==> config.mk <==
export PLATFORM = sky130hd
export DESIGN_NAME = sdram_csr
export DESIGN_NICKNAME = d
export VERILOG_FILES = /design/src/design/sdram_csr_pkg.sv /design/src/design/sdram_timing_pkg.sv /design/src/design/csr_bus_slave.sv /design/src/design/csr_mode_regs.sv /design/src/design/csr_timing_regs.sv /design/src/design/sdram_csr.sv
export SDC_FILE = /design/constraint.sdc
export NUM_CORES = 1
export LEC_CHECK = 0
export BUFFER_PORTS_ARGS = -buffer_cell sky130_fd_sc_hd__buf_2
export CAP_MARGIN = 20
export CORE_UTILIZATION = 55
export DETAILED_ROUTE_END_ITERATION = 8
export PLACE_DENSITY = 0.81
export SLEW_MARGIN = 5
export SYNTH_ARGS = -nofsm -noshare
export SYNTH_HDL_FRONTEND = slang
export SYNTH_SLANG_ARGS = --single-unit
export TNS_END_PERCENT = 50
==> constraint.sdc <==
create_clock -name clk -period 6.16 [get_ports clk]
set_input_delay 0.616 -clock clk [delete_from_list [all_inputs] [get_ports clk]]
set_output_delay 0.616 -clock clk [all_outputs]
set_load 0.05 [all_outputs]
==> src/design/sdram_csr_pkg.sv <==
/*
 * SDRAM CSR bus definitions
 * Bus widths, register map offsets and the internal access word
 * passed from the bus slave to the register banks.
 */

package sdram_csr_pkg;

    // ----------------------------------------
    // Bus widths
    // ----------------------------------------
    localparam int CSR_ADDR_W = 16;             // Byte address width
    localparam int CSR_DATA_W = 32;             // Bus word width
    localparam int CSR_DEC_W  = 8;              // Low address bits used by decode

    typedef logic [CSR_DATA_W-1:0] csr_data_t;
    typedef logic [CSR_ADDR_W-1:0] csr_addr_t;

    // ----------------------------------------
    // Register offsets
    // ----------------------------------------
    localparam logic [CSR_DEC_W-1:0] OFS_CTRL      = 8'h00; // Start, self refresh, LMR
    localparam logic [CSR_DEC_W-1:0] OFS_OPMODE    = 8'h04; // Mode register image
    localparam logic [CSR_DEC_W-1:0] OFS_CONFIG    = 8'h08; // Precharge after read

    // 0x0c to 0x1c reserved
    localparam logic [CSR_DEC_W-1:0] OFS_T_DLY_RST = 8'h20;
    localparam logic [CSR_DEC_W-1:0] OFS_T_RASMIN  = 8'h64;
    localparam logic [CSR_DEC_W-1:0] OFS_T_RC      = 8'h6c;
    localparam logic [CSR_DEC_W-1:0] OFS_T_RCD     = 8'h70;
    localparam logic [CSR_DEC_W-1:0] OFS_T_REF     = 8'h74;
    localparam logic [CSR_DEC_W-1:0] OFS_T_RFC     = 8'h78;
    localparam logic [CSR_DEC_W-1:0] OFS_T_RP      = 8'h80;
    localparam logic [CSR_DEC_W-1:0] OFS_T_RRD     = 8'h84;
    localparam logic [CSR_DEC_W-1:0] OFS_T_WRP     = 8'h88;
    localparam logic [CSR_DEC_W-1:0] OFS_T_XSR     = 8'h8c;
    localparam logic [CSR_DEC_W-1:0] OFS_T_MRD     = 8'hb8;

    // ----------------------------------------
    // Slave to bank access word
    // ----------------------------------------
    typedef struct packed {
        logic      wr_en;                       // One-cycle write strobe
        csr_addr_t addr;                        // Full bus address
        csr_data_t wdata;                       // Write payload
    } csr_access_t;

endpackage

==> src/design/sdram_timing_pkg.sv <==
/*
 * SDRAM device-side definitions
 * Control and mode-register field layouts, timing counter widths
 * and reset defaults derived from datasheet figures.
 */

package sdram_timing_pkg;

    // ----------------------------------------
    // Clock and conversion helpers
    // ----------------------------------------
    localparam int TCLK_PS = 10000;             // 100 MHz controller clock

    function automatic int ceil_div(input int num, input int den);
        return num / den + ((num % den != 0) ? 1 : 0);
    endfunction

    // Minimum times round up so the spec is never violated
    function automatic int ns2ck_min(input int value_ps);
        return ceil_div(value_ps, TCLK_PS);
    endfunction

    // Maximum times round down
    function automatic int ns2ck_max(input int value_ps);
        return value_ps / TCLK_PS;
    endfunction

    function automatic int ns2ck_min_bounded(input int value_ps, input int min_val);
        int cycles;
        cycles = ceil_div(value_ps, TCLK_PS);
        return (cycles > min_val) ? cycles : min_val;
    endfunction

    // ----------------------------------------
    // Field widths and types
    // ----------------------------------------
    localparam int CNT_LONG_W  = 20;            // Power-up delay and refresh period
    localparam int CNT_W       = 8;
    localparam int CNT_WRP_W   = 2;
    localparam int CNT_SHORT_W = 4;

    typedef logic [CNT_LONG_W-1:0]  cnt_long_t;
    typedef logic [CNT_W-1:0]       cnt_t;
    typedef logic [CNT_WRP_W-1:0]   cnt_wrp_t;
    typedef logic [CNT_SHORT_W-1:0] cnt_short_t;

    typedef struct packed {
        logic load_mode_register;
        logic self_refresh;
        logic start;                            // Bit 0
    } csr_ctrl_t;

    typedef struct packed {
        logic [1:0] ba_reserved;
        logic [2:0] a_reserved;
        logic       wr_burst_mode;
        logic [1:0] operation_mode;
        logic [2:0] cas_latency;
        logic       burst_type;
        logic [2:0] burst_len;
    } opmode_fields_t;

    // Software sees the raw image, the sequencer uses the fields
    typedef union packed {
        logic [14:0]    raw;
        opmode_fields_t f;
    } csr_opmode_u;

    typedef struct packed {
        cnt_long_t  dly_rst;
        cnt_t       rasmin;
        cnt_t       rc;
        cnt_t       rcd;
        cnt_long_t  refresh;
        cnt_t       rfc;
        cnt_t       rp;
        cnt_t       rrd;
        cnt_wrp_t   wrp;
        cnt_t       xsr;
        cnt_short_t mrd;
    } sdram_timing_t;

    // ----------------------------------------
    // Reset defaults from figures in ps
    // ----------------------------------------
    localparam sdram_timing_t TIMING_DEFAULT = '{
        dly_rst: cnt_long_t'(ns2ck_min(100_000_000)),   // Power-up wait before commands
        rasmin:  cnt_t'(ns2ck_min(37000)),              // ACTIVE to PRECHARGE
        rc:      cnt_t'(ns2ck_min(60000)),              // ACTIVE to ACTIVE, same bank
        rcd:     cnt_t'(ns2ck_min(15000)),              // ACTIVE to READ or WRITE
        refresh: cnt_long_t'(ns2ck_max(64_000_000)),    // Refresh interval
        rfc:     cnt_t'(ns2ck_min(66000)),              // AUTO REFRESH period
        rp:      cnt_t'(ns2ck_min(15000)),              // PRECHARGE period
        rrd:     cnt_t'(ns2ck_min(14000)),              // ACTIVE bank a to bank b
        wrp:     cnt_wrp_t'(ns2ck_min(14000)),          // Write recovery
        xsr:     cnt_t'(ns2ck_min_bounded(67000, 2)),   // Self refresh exit
        mrd:     cnt_short_t'(2)                        // LMR to next command
    };

endpackage

==> src/design/csr_bus_slave.sv <==
/*
 * CSR bus slave
 * Turns strobe/cycle into a single access, pulses the write strobe
 * and returns a one-cycle ack with registered read data.
 */

module csr_bus_slave (
    input  logic                      clk,
    input  logic                      reset,

    input  sdram_csr_pkg::csr_addr_t  wbs_address,
    input  sdram_csr_pkg::csr_data_t  wbs_writedata,
    input  logic                      wbs_write,
    input  logic                      wbs_strobe,
    input  logic                      wbs_cycle,

    input  sdram_csr_pkg::csr_data_t  mode_rdata,
    input  sdram_csr_pkg::csr_data_t  timing_rdata,

    output sdram_csr_pkg::csr_access_t access,
    output sdram_csr_pkg::csr_data_t  wbs_readdata,
    output logic                      wbs_ack
);

    logic trans;
    logic trans_dly;
    logic start;

    // ----------------------------------------
    // Transaction start detect
    // ----------------------------------------
    assign trans = wbs_strobe & wbs_cycle;
    assign start = trans & ~trans_dly;          // Held strobe counts once

    assign access.wr_en = start & wbs_write;
    assign access.addr  = wbs_address;
    assign access.wdata = wbs_writedata;

    // ----------------------------------------
    // Ack and read data
    // ----------------------------------------
    always_ff @(posedge clk or posedge reset) begin
        if (reset) begin
            trans_dly    <= 1'b0;
            wbs_ack      <= 1'b0;
            wbs_readdata <= '0;
        end else begin
            trans_dly <= trans;
            wbs_ack   <= start;
            if (start & ~wbs_write) begin
                wbs_readdata <= mode_rdata | timing_rdata;  // Banks return zero when not hit
            end else begin
                wbs_readdata <= '0;
            end
        end
    end

    // Ack is a single-cycle pulse per transaction
    ack_single_pulse: assert property (
        @(posedge clk) disable iff (reset) wbs_ack |=> !wbs_ack
    );

endmodule

==> src/design/csr_mode_regs.sv <==
/*
 * Mode register bank
 * Control bits, SDRAM mode-register image and config bit,
 * with write decode and zero-extended readback.
 */

module csr_mode_regs (
    input  logic                        clk,
    input  logic                        reset,
    input  sdram_csr_pkg::csr_access_t  access,
    output sdram_csr_pkg::csr_data_t    rdata,
    output sdram_timing_pkg::csr_ctrl_t csr_ctrl,
    output sdram_timing_pkg::csr_opmode_u csr_opmode,
    output logic                        csr_prechg_after_rd
);

    localparam int CTRL_W   = $bits(sdram_timing_pkg::csr_ctrl_t);
    localparam int OPMODE_W = $bits(sdram_timing_pkg::csr_opmode_u);

    logic [sdram_csr_pkg::CSR_DEC_W-1:0] ofs;
    logic ctrl_wr;
    logic opmode_wr;
    logic config_wr;

    // ----------------------------------------
    // Write decode
    // ----------------------------------------
    assign ofs       = access.addr[sdram_csr_pkg::CSR_DEC_W-1:0];
    assign ctrl_wr   = access.wr_en && (ofs == sdram_csr_pkg::OFS_CTRL);
    assign opmode_wr = access.wr_en && (ofs == sdram_csr_pkg::OFS_OPMODE);
    assign config_wr = access.wr_en && (ofs == sdram_csr_pkg::OFS_CONFIG);

    always_ff @(posedge clk or posedge reset) begin
        if (reset) begin
            csr_ctrl            <= '0;
            csr_opmode          <= '0;
            csr_prechg_after_rd <= 1'b0;
        end else begin
            if (ctrl_wr) begin
                csr_ctrl <= access.wdata[CTRL_W-1:0];
            end
            if (opmode_wr) begin
                csr_opmode.raw <= access.wdata[OPMODE_W-1:0];   // Upper bits dropped
            end
            if (config_wr) begin
                csr_prechg_after_rd <= access.wdata[0];
            end
        end
    end

    // ----------------------------------------
    // Readback
    // ----------------------------------------
    always_comb begin
        rdata = '0;
        case (ofs)
            sdram_csr_pkg::OFS_CTRL:   rdata[CTRL_W-1:0]   = csr_ctrl;
            sdram_csr_pkg::OFS_OPMODE: rdata[OPMODE_W-1:0] = csr_opmode.raw;
            sdram_csr_pkg::OFS_CONFIG: rdata[0]            = csr_prechg_after_rd;
            default:                   rdata               = '0;
        endcase
    end

    // Burst length only moves to a value software wrote
    burst_len_from_write: assert property (
        @(posedge clk) disable iff (reset)
        (csr_opmode.f.burst_len != $past(csr_opmode.f.burst_len)) |->
            ($past(opmode_wr) && ($past(access.wdata[2:0]) == csr_opmode.f.burst_len))
    );

endmodule

==> src/design/csr_timing_regs.sv <==
/*
 * Timing register bank
 * Command-to-command cycle counts for the sequencer, reset to
 * datasheet-derived defaults and truncated to field width on write.
 */

module csr_timing_regs (
    input  logic                            clk,
    input  logic                            reset,
    input  sdram_csr_pkg::csr_access_t      access,
    output sdram_csr_pkg::csr_data_t        rdata,
    output sdram_timing_pkg::sdram_timing_t csr_timing
);

    localparam int LW = sdram_timing_pkg::CNT_LONG_W;
    localparam int NW = sdram_timing_pkg::CNT_W;
    localparam int WW = sdram_timing_pkg::CNT_WRP_W;
    localparam int SW = sdram_timing_pkg::CNT_SHORT_W;

    logic [sdram_csr_pkg::CSR_DEC_W-1:0] ofs;

    assign ofs = access.addr[sdram_csr_pkg::CSR_DEC_W-1:0];

    // ----------------------------------------
    // Count registers
    // ----------------------------------------
    always_ff @(posedge clk or posedge reset) begin
        if (reset) begin
            csr_timing <= sdram_timing_pkg::TIMING_DEFAULT;
        end else if (access.wr_en) begin
            case (ofs)
                sdram_csr_pkg::OFS_T_DLY_RST: csr_timing.dly_rst <= access.wdata[LW-1:0];
                sdram_csr_pkg::OFS_T_RASMIN:  csr_timing.rasmin  <= access.wdata[NW-1:0];
                sdram_csr_pkg::OFS_T_RC:      csr_timing.rc      <= access.wdata[NW-1:0];
                sdram_csr_pkg::OFS_T_RCD:     csr_timing.rcd     <= access.wdata[NW-1:0];
                sdram_csr_pkg::OFS_T_REF:     csr_timing.refresh <= access.wdata[LW-1:0];
                sdram_csr_pkg::OFS_T_RFC:     csr_timing.rfc     <= access.wdata[NW-1:0];
                sdram_csr_pkg::OFS_T_RP:      csr_timing.rp      <= access.wdata[NW-1:0];
                sdram_csr_pkg::OFS_T_RRD:     csr_timing.rrd     <= access.wdata[NW-1:0];
                sdram_csr_pkg::OFS_T_WRP:     csr_timing.wrp     <= access.wdata[WW-1:0];
                sdram_csr_pkg::OFS_T_XSR:     csr_timing.xsr     <= access.wdata[NW-1:0];
                sdram_csr_pkg::OFS_T_MRD:     csr_timing.mrd     <= access.wdata[SW-1:0];
                default: ;                      // Mode bank or unmapped offset
            endcase
        end
    end

    // ----------------------------------------
    // Zero-extended readback
    // ----------------------------------------
    always_comb begin
        rdata = '0;
        case (ofs)
            sdram_csr_pkg::OFS_T_DLY_RST: rdata[LW-1:0] = csr_timing.dly_rst;
            sdram_csr_pkg::OFS_T_RASMIN:  rdata[NW-1:0] = csr_timing.rasmin;
            sdram_csr_pkg::OFS_T_RC:      rdata[NW-1:0] = csr_timing.rc;
            sdram_csr_pkg::OFS_T_RCD:     rdata[NW-1:0] = csr_timing.rcd;
            sdram_csr_pkg::OFS_T_REF:     rdata[LW-1:0] = csr_timing.refresh;
            sdram_csr_pkg::OFS_T_RFC:     rdata[NW-1:0] = csr_timing.rfc;
            sdram_csr_pkg::OFS_T_RP:      rdata[NW-1:0] = csr_timing.rp;
            sdram_csr_pkg::OFS_T_RRD:     rdata[NW-1:0] = csr_timing.rrd;
            sdram_csr_pkg::OFS_T_WRP:     rdata[WW-1:0] = csr_timing.wrp;
            sdram_csr_pkg::OFS_T_XSR:     rdata[NW-1:0] = csr_timing.xsr;
            sdram_csr_pkg::OFS_T_MRD:     rdata[SW-1:0] = csr_timing.mrd;
            default:                      rdata         = '0;
        endcase
    end

    // First edge out of reset still sees the datasheet defaults
    defaults_after_reset: assert property (
        @(posedge clk) $fell(reset) |-> (csr_timing == sdram_timing_pkg::TIMING_DEFAULT)
    );

endmodule

==> src/design/sdram_csr.sv <==
/*
 * SDRAM controller register block
 * Bus slave plus mode and timing register banks.
 */

module sdram_csr (
    input  logic                            clk,
    input  logic                            reset,

    // Bus
    input  sdram_csr_pkg::csr_addr_t        wbs_address,
    input  sdram_csr_pkg::csr_data_t        wbs_writedata,
    input  logic                            wbs_write,
    input  logic                            wbs_strobe,
    input  logic                            wbs_cycle,
    output sdram_csr_pkg::csr_data_t        wbs_readdata,
    output logic                            wbs_ack,

    // To the sequencer
    output sdram_timing_pkg::csr_ctrl_t     csr_ctrl,
    output sdram_timing_pkg::csr_opmode_u   csr_opmode,
    output logic                            csr_prechg_after_rd,
    output sdram_timing_pkg::sdram_timing_t csr_timing
);

    sdram_csr_pkg::csr_access_t access;
    sdram_csr_pkg::csr_data_t   mode_rdata;
    sdram_csr_pkg::csr_data_t   timing_rdata;

    csr_bus_slave u_bus_slave (
        .clk           (clk),
        .reset         (reset),
        .wbs_address   (wbs_address),
        .wbs_writedata (wbs_writedata),
        .wbs_write     (wbs_write),
        .wbs_strobe    (wbs_strobe),
        .wbs_cycle     (wbs_cycle),
        .mode_rdata    (mode_rdata),
        .timing_rdata  (timing_rdata),
        .access        (access),
        .wbs_readdata  (wbs_readdata),
        .wbs_ack       (wbs_ack)
    );

    csr_mode_regs u_mode_regs (
        .clk                 (clk),
        .reset               (reset),
        .access              (access),
        .rdata               (mode_rdata),
        .csr_ctrl            (csr_ctrl),
        .csr_opmode          (csr_opmode),
        .csr_prechg_after_rd (csr_prechg_after_rd)
    );

    csr_timing_regs u_timing_regs (
        .clk        (clk),
        .reset      (reset),
        .access     (access),
        .rdata      (timing_rdata),
        .csr_timing (csr_timing)
    );

endmodule

==> results.ini <==
[critical_path]
worstPathArrival_ps=4060
crit_required_ps=6460
crit_path_cell_trace=buf_2, or4b_2, nor2_2, nand2_1, mux2_2
cp-start-kind=input pin
critPathMaxFanout=31
crit_type=in2reg
end_kind=flip-flop
slowest_delay_ps=970
cp_slowest_cell=nand2_1

[placement]
routabilityCongestion=0.9062
pre_cts_ws_ps=2052
dp.cells=776
hpwl_um=12270
io_buffers=174

[sta]
rsz0062_at_grt=false
fin_setup_tns_ps=0
fin_ws_ps=2394
fin_crit_ps=3766
fin_crit_sh=0.6114
worstMarginPinSlew_ps=1108
timing.hold.ws_ps=337.6
max_freq_mhz=265.5
slew_headroom=0.2592
hold_viol_final=0
fin_skew_ps=8.958
setup-violations-final=0
slew_viol_final=0

[yosys]
yosysUniqueCellTypes=54
syn_area_um2=6504
synth.area.top_cells=dfrtp_1 (47%), mux2_2 (19%), dfstp_2 (8.9%)
synth_edf_count=0
synth_cells=492
yosysWarningCount=0
seq_area_frac_synth=0.5544
ys.flop_type=dfrtp_1
synth_top_cell_area_share=0.4656
async_flop_share=1.000
syn_avg_cell_area_um2=13.22
ys_ff_latch=143
synth_largest_area_cell=dfrtp_1

[clocking]
cts_buffers=17
post_cts_resized=0
cts_tree=yes
cts_setup_buffers=0
cts.sink_count=143
ctsHoldBuffers=0
clock-root-buffer=clkbuf_16
htreeDepth=4
path_clk_slew_ps=60
cts_buffer_depth=2
clkLatencyLatePin_ps=420

[route]
drt_pass1_iterations=5
drc=0
wl_per_cell_um=23.15
viasPerCell=6.244
via_count=5045
postRouteAntennaNets=0
drt-initial-drc-count=507
routed_wl_um=18700

[finish]
regArea_um2=3606
final_layout_size_suffix_gt1_frac=0.5564
areaGrowthSynthToFinish_pct=23.16
mostFrequentLayoutCell=buf_2
multi_input_area_um2=2670
num-nets-final=705
layout.cells.non_filler=808
final_cell_mix=buf_2 (174), dfrtp_1 (121), mux2_2 (111)
n_antenna_cell=0
nFillCells=804

[floorplanning]
coreArea_um2=11470
die_h_um=110.7
die_area_um2=12260
io_pins=207
die_w_um=110.7
initial_core_util=0.5672
num_rows=39

[global_route]
grt_pass1_vias=5112
grt_pass1_wl_um=28800
grt_overflow=0
grt_max_degree=86
antenna_found_initial=0
grt_usage=0.3109

[outcome]
status=finished, final reports clean

[pwr]
max-vdd-ir-drop_mv=0.1723
power.density_nw_per_um2=270.3
p_leak_uw=0.004149

[min_path]
hold_path.class=in2async

[run]
maxCapViolations=0

[per-layer routing]
layer | up-vias | wire [µm] | global-route usage
li1 | 2130 | - | -
met1 | 2562 | 7578 | 0.4106
met2 | 303 | 8952 | 0.4758
met3 | 50 | 1518 | 0.08201
met4 | 0 | 653 | 0.1573
met5 | - | 0 | 0
[power breakdown]
group,leakage [µW],switching [µW],internal [µW]
registers,0.00190,8.71,952
logic,0.00195,117,31.3
clock network,0.000299,415,642
[critical path, delay by kind of cell]
| kind | cells | cell delay [ps] |
|---|---|---|
| buf+inv | 1 | 310 |
| mux | 1 | 570 |
| simple gates | 3 | 2560 |
[state kept, by name, summed over array words and instances (netlist names)]
register and cells:
u_timing_regs.csr_timing 102, u_mode_regs.csr_ctrl 3, u_bus_slave.trans_dly 1, u_bus_slave.wbs_readdata 20, u_mode_regs.csr_opmode 15, u_mode_regs.csr_prechg_after_rd 1
u_bus_slave.wbs_ack 1
[layout make-up]
cell class / count / share of cell area
multi-input combinational: 303 / 0.3333
inverter: 7 / 0.003905
sequential: 143 / 0.4502
clock buffer: 17 / 0.05311
timing repair buffer: 180 / 0.1143
tap: 143 / 0.02234
clock inverter: 15 / 0.02281
[per-stage QoR]
stage | util | total power [µW] | instance area (µm²)
2_1_floorplan | - | 1086 | 6545
3_3_place_gp | 0.6448 | 1119 | 7395
3_5_place_dp | 0.6455 | 1123 | 7402
4_1_cts | 0.6985 | 2173 | 8010
5_1_grt | 0.6985 | 2230 | 8010
6_report | 0.6985 | 2165 | 8010
[synth_stat cells (4+ instances only)]
library cell	n
a2111oi_0	6
a21o_1	5
a221oi_1	4
a222oi_1	8
a22o_1	5
a22oi_1	11
a31oi_1	6
and3_1	5
buf_1	7
buf_2	10
buf_4	12
buf_6	4
clkbuf_1	17
dfrtp_1	121
dfstp_2	22
inv_1	7
mux2_2	111
mux2_4	8
mux2i_1	10
nand2_1	14
nand3_1	9
nand3b_1	11
nor2_1	18
nor3_1	9
nor4b_1	6
[final timing paths]
kind | from | to | slack (ps) | cells after the start
worst max register to register | u_bus_slave.trans_dly$_DFF_PP0_ | u_timing_regs.csr_timing[97]$_DFFE_PP0P_ | 3710 | 4
min in group clk | wbs_cycle | u_bus_slave.trans_dly$_DFF_PP0_ | 440 | 2
worst max-delay path | wbs_address[4] | u_timing_regs.csr_timing[97]$_DFFE_PP0P_ | 2390 | 5
max in group asynchronous | reset | u_timing_regs.csr_timing[21]$_DFFE_PP0P_ | 4580 | 3
worst min register to register | u_timing_regs.csr_timing[18]$_DFFE_PP0P_ | u_timing_regs.csr_timing[18]$_DFFE_PP0P_ | 530 | 1
worst min-delay path | reset | u_mode_regs.csr_opmode[13]$_DFFE_PP0P_ | 340 | 2
[logic make-up after synthesis]
kind of cell	Yosys count	synth area share
flops	143	0.5544
mux	129	0.2261
simple gates	100	0.09600
compound gates	62	0.07657
buf+inv	57	0.04637
other cells	1	0.0005766
(Power assumes the default switching activity.)
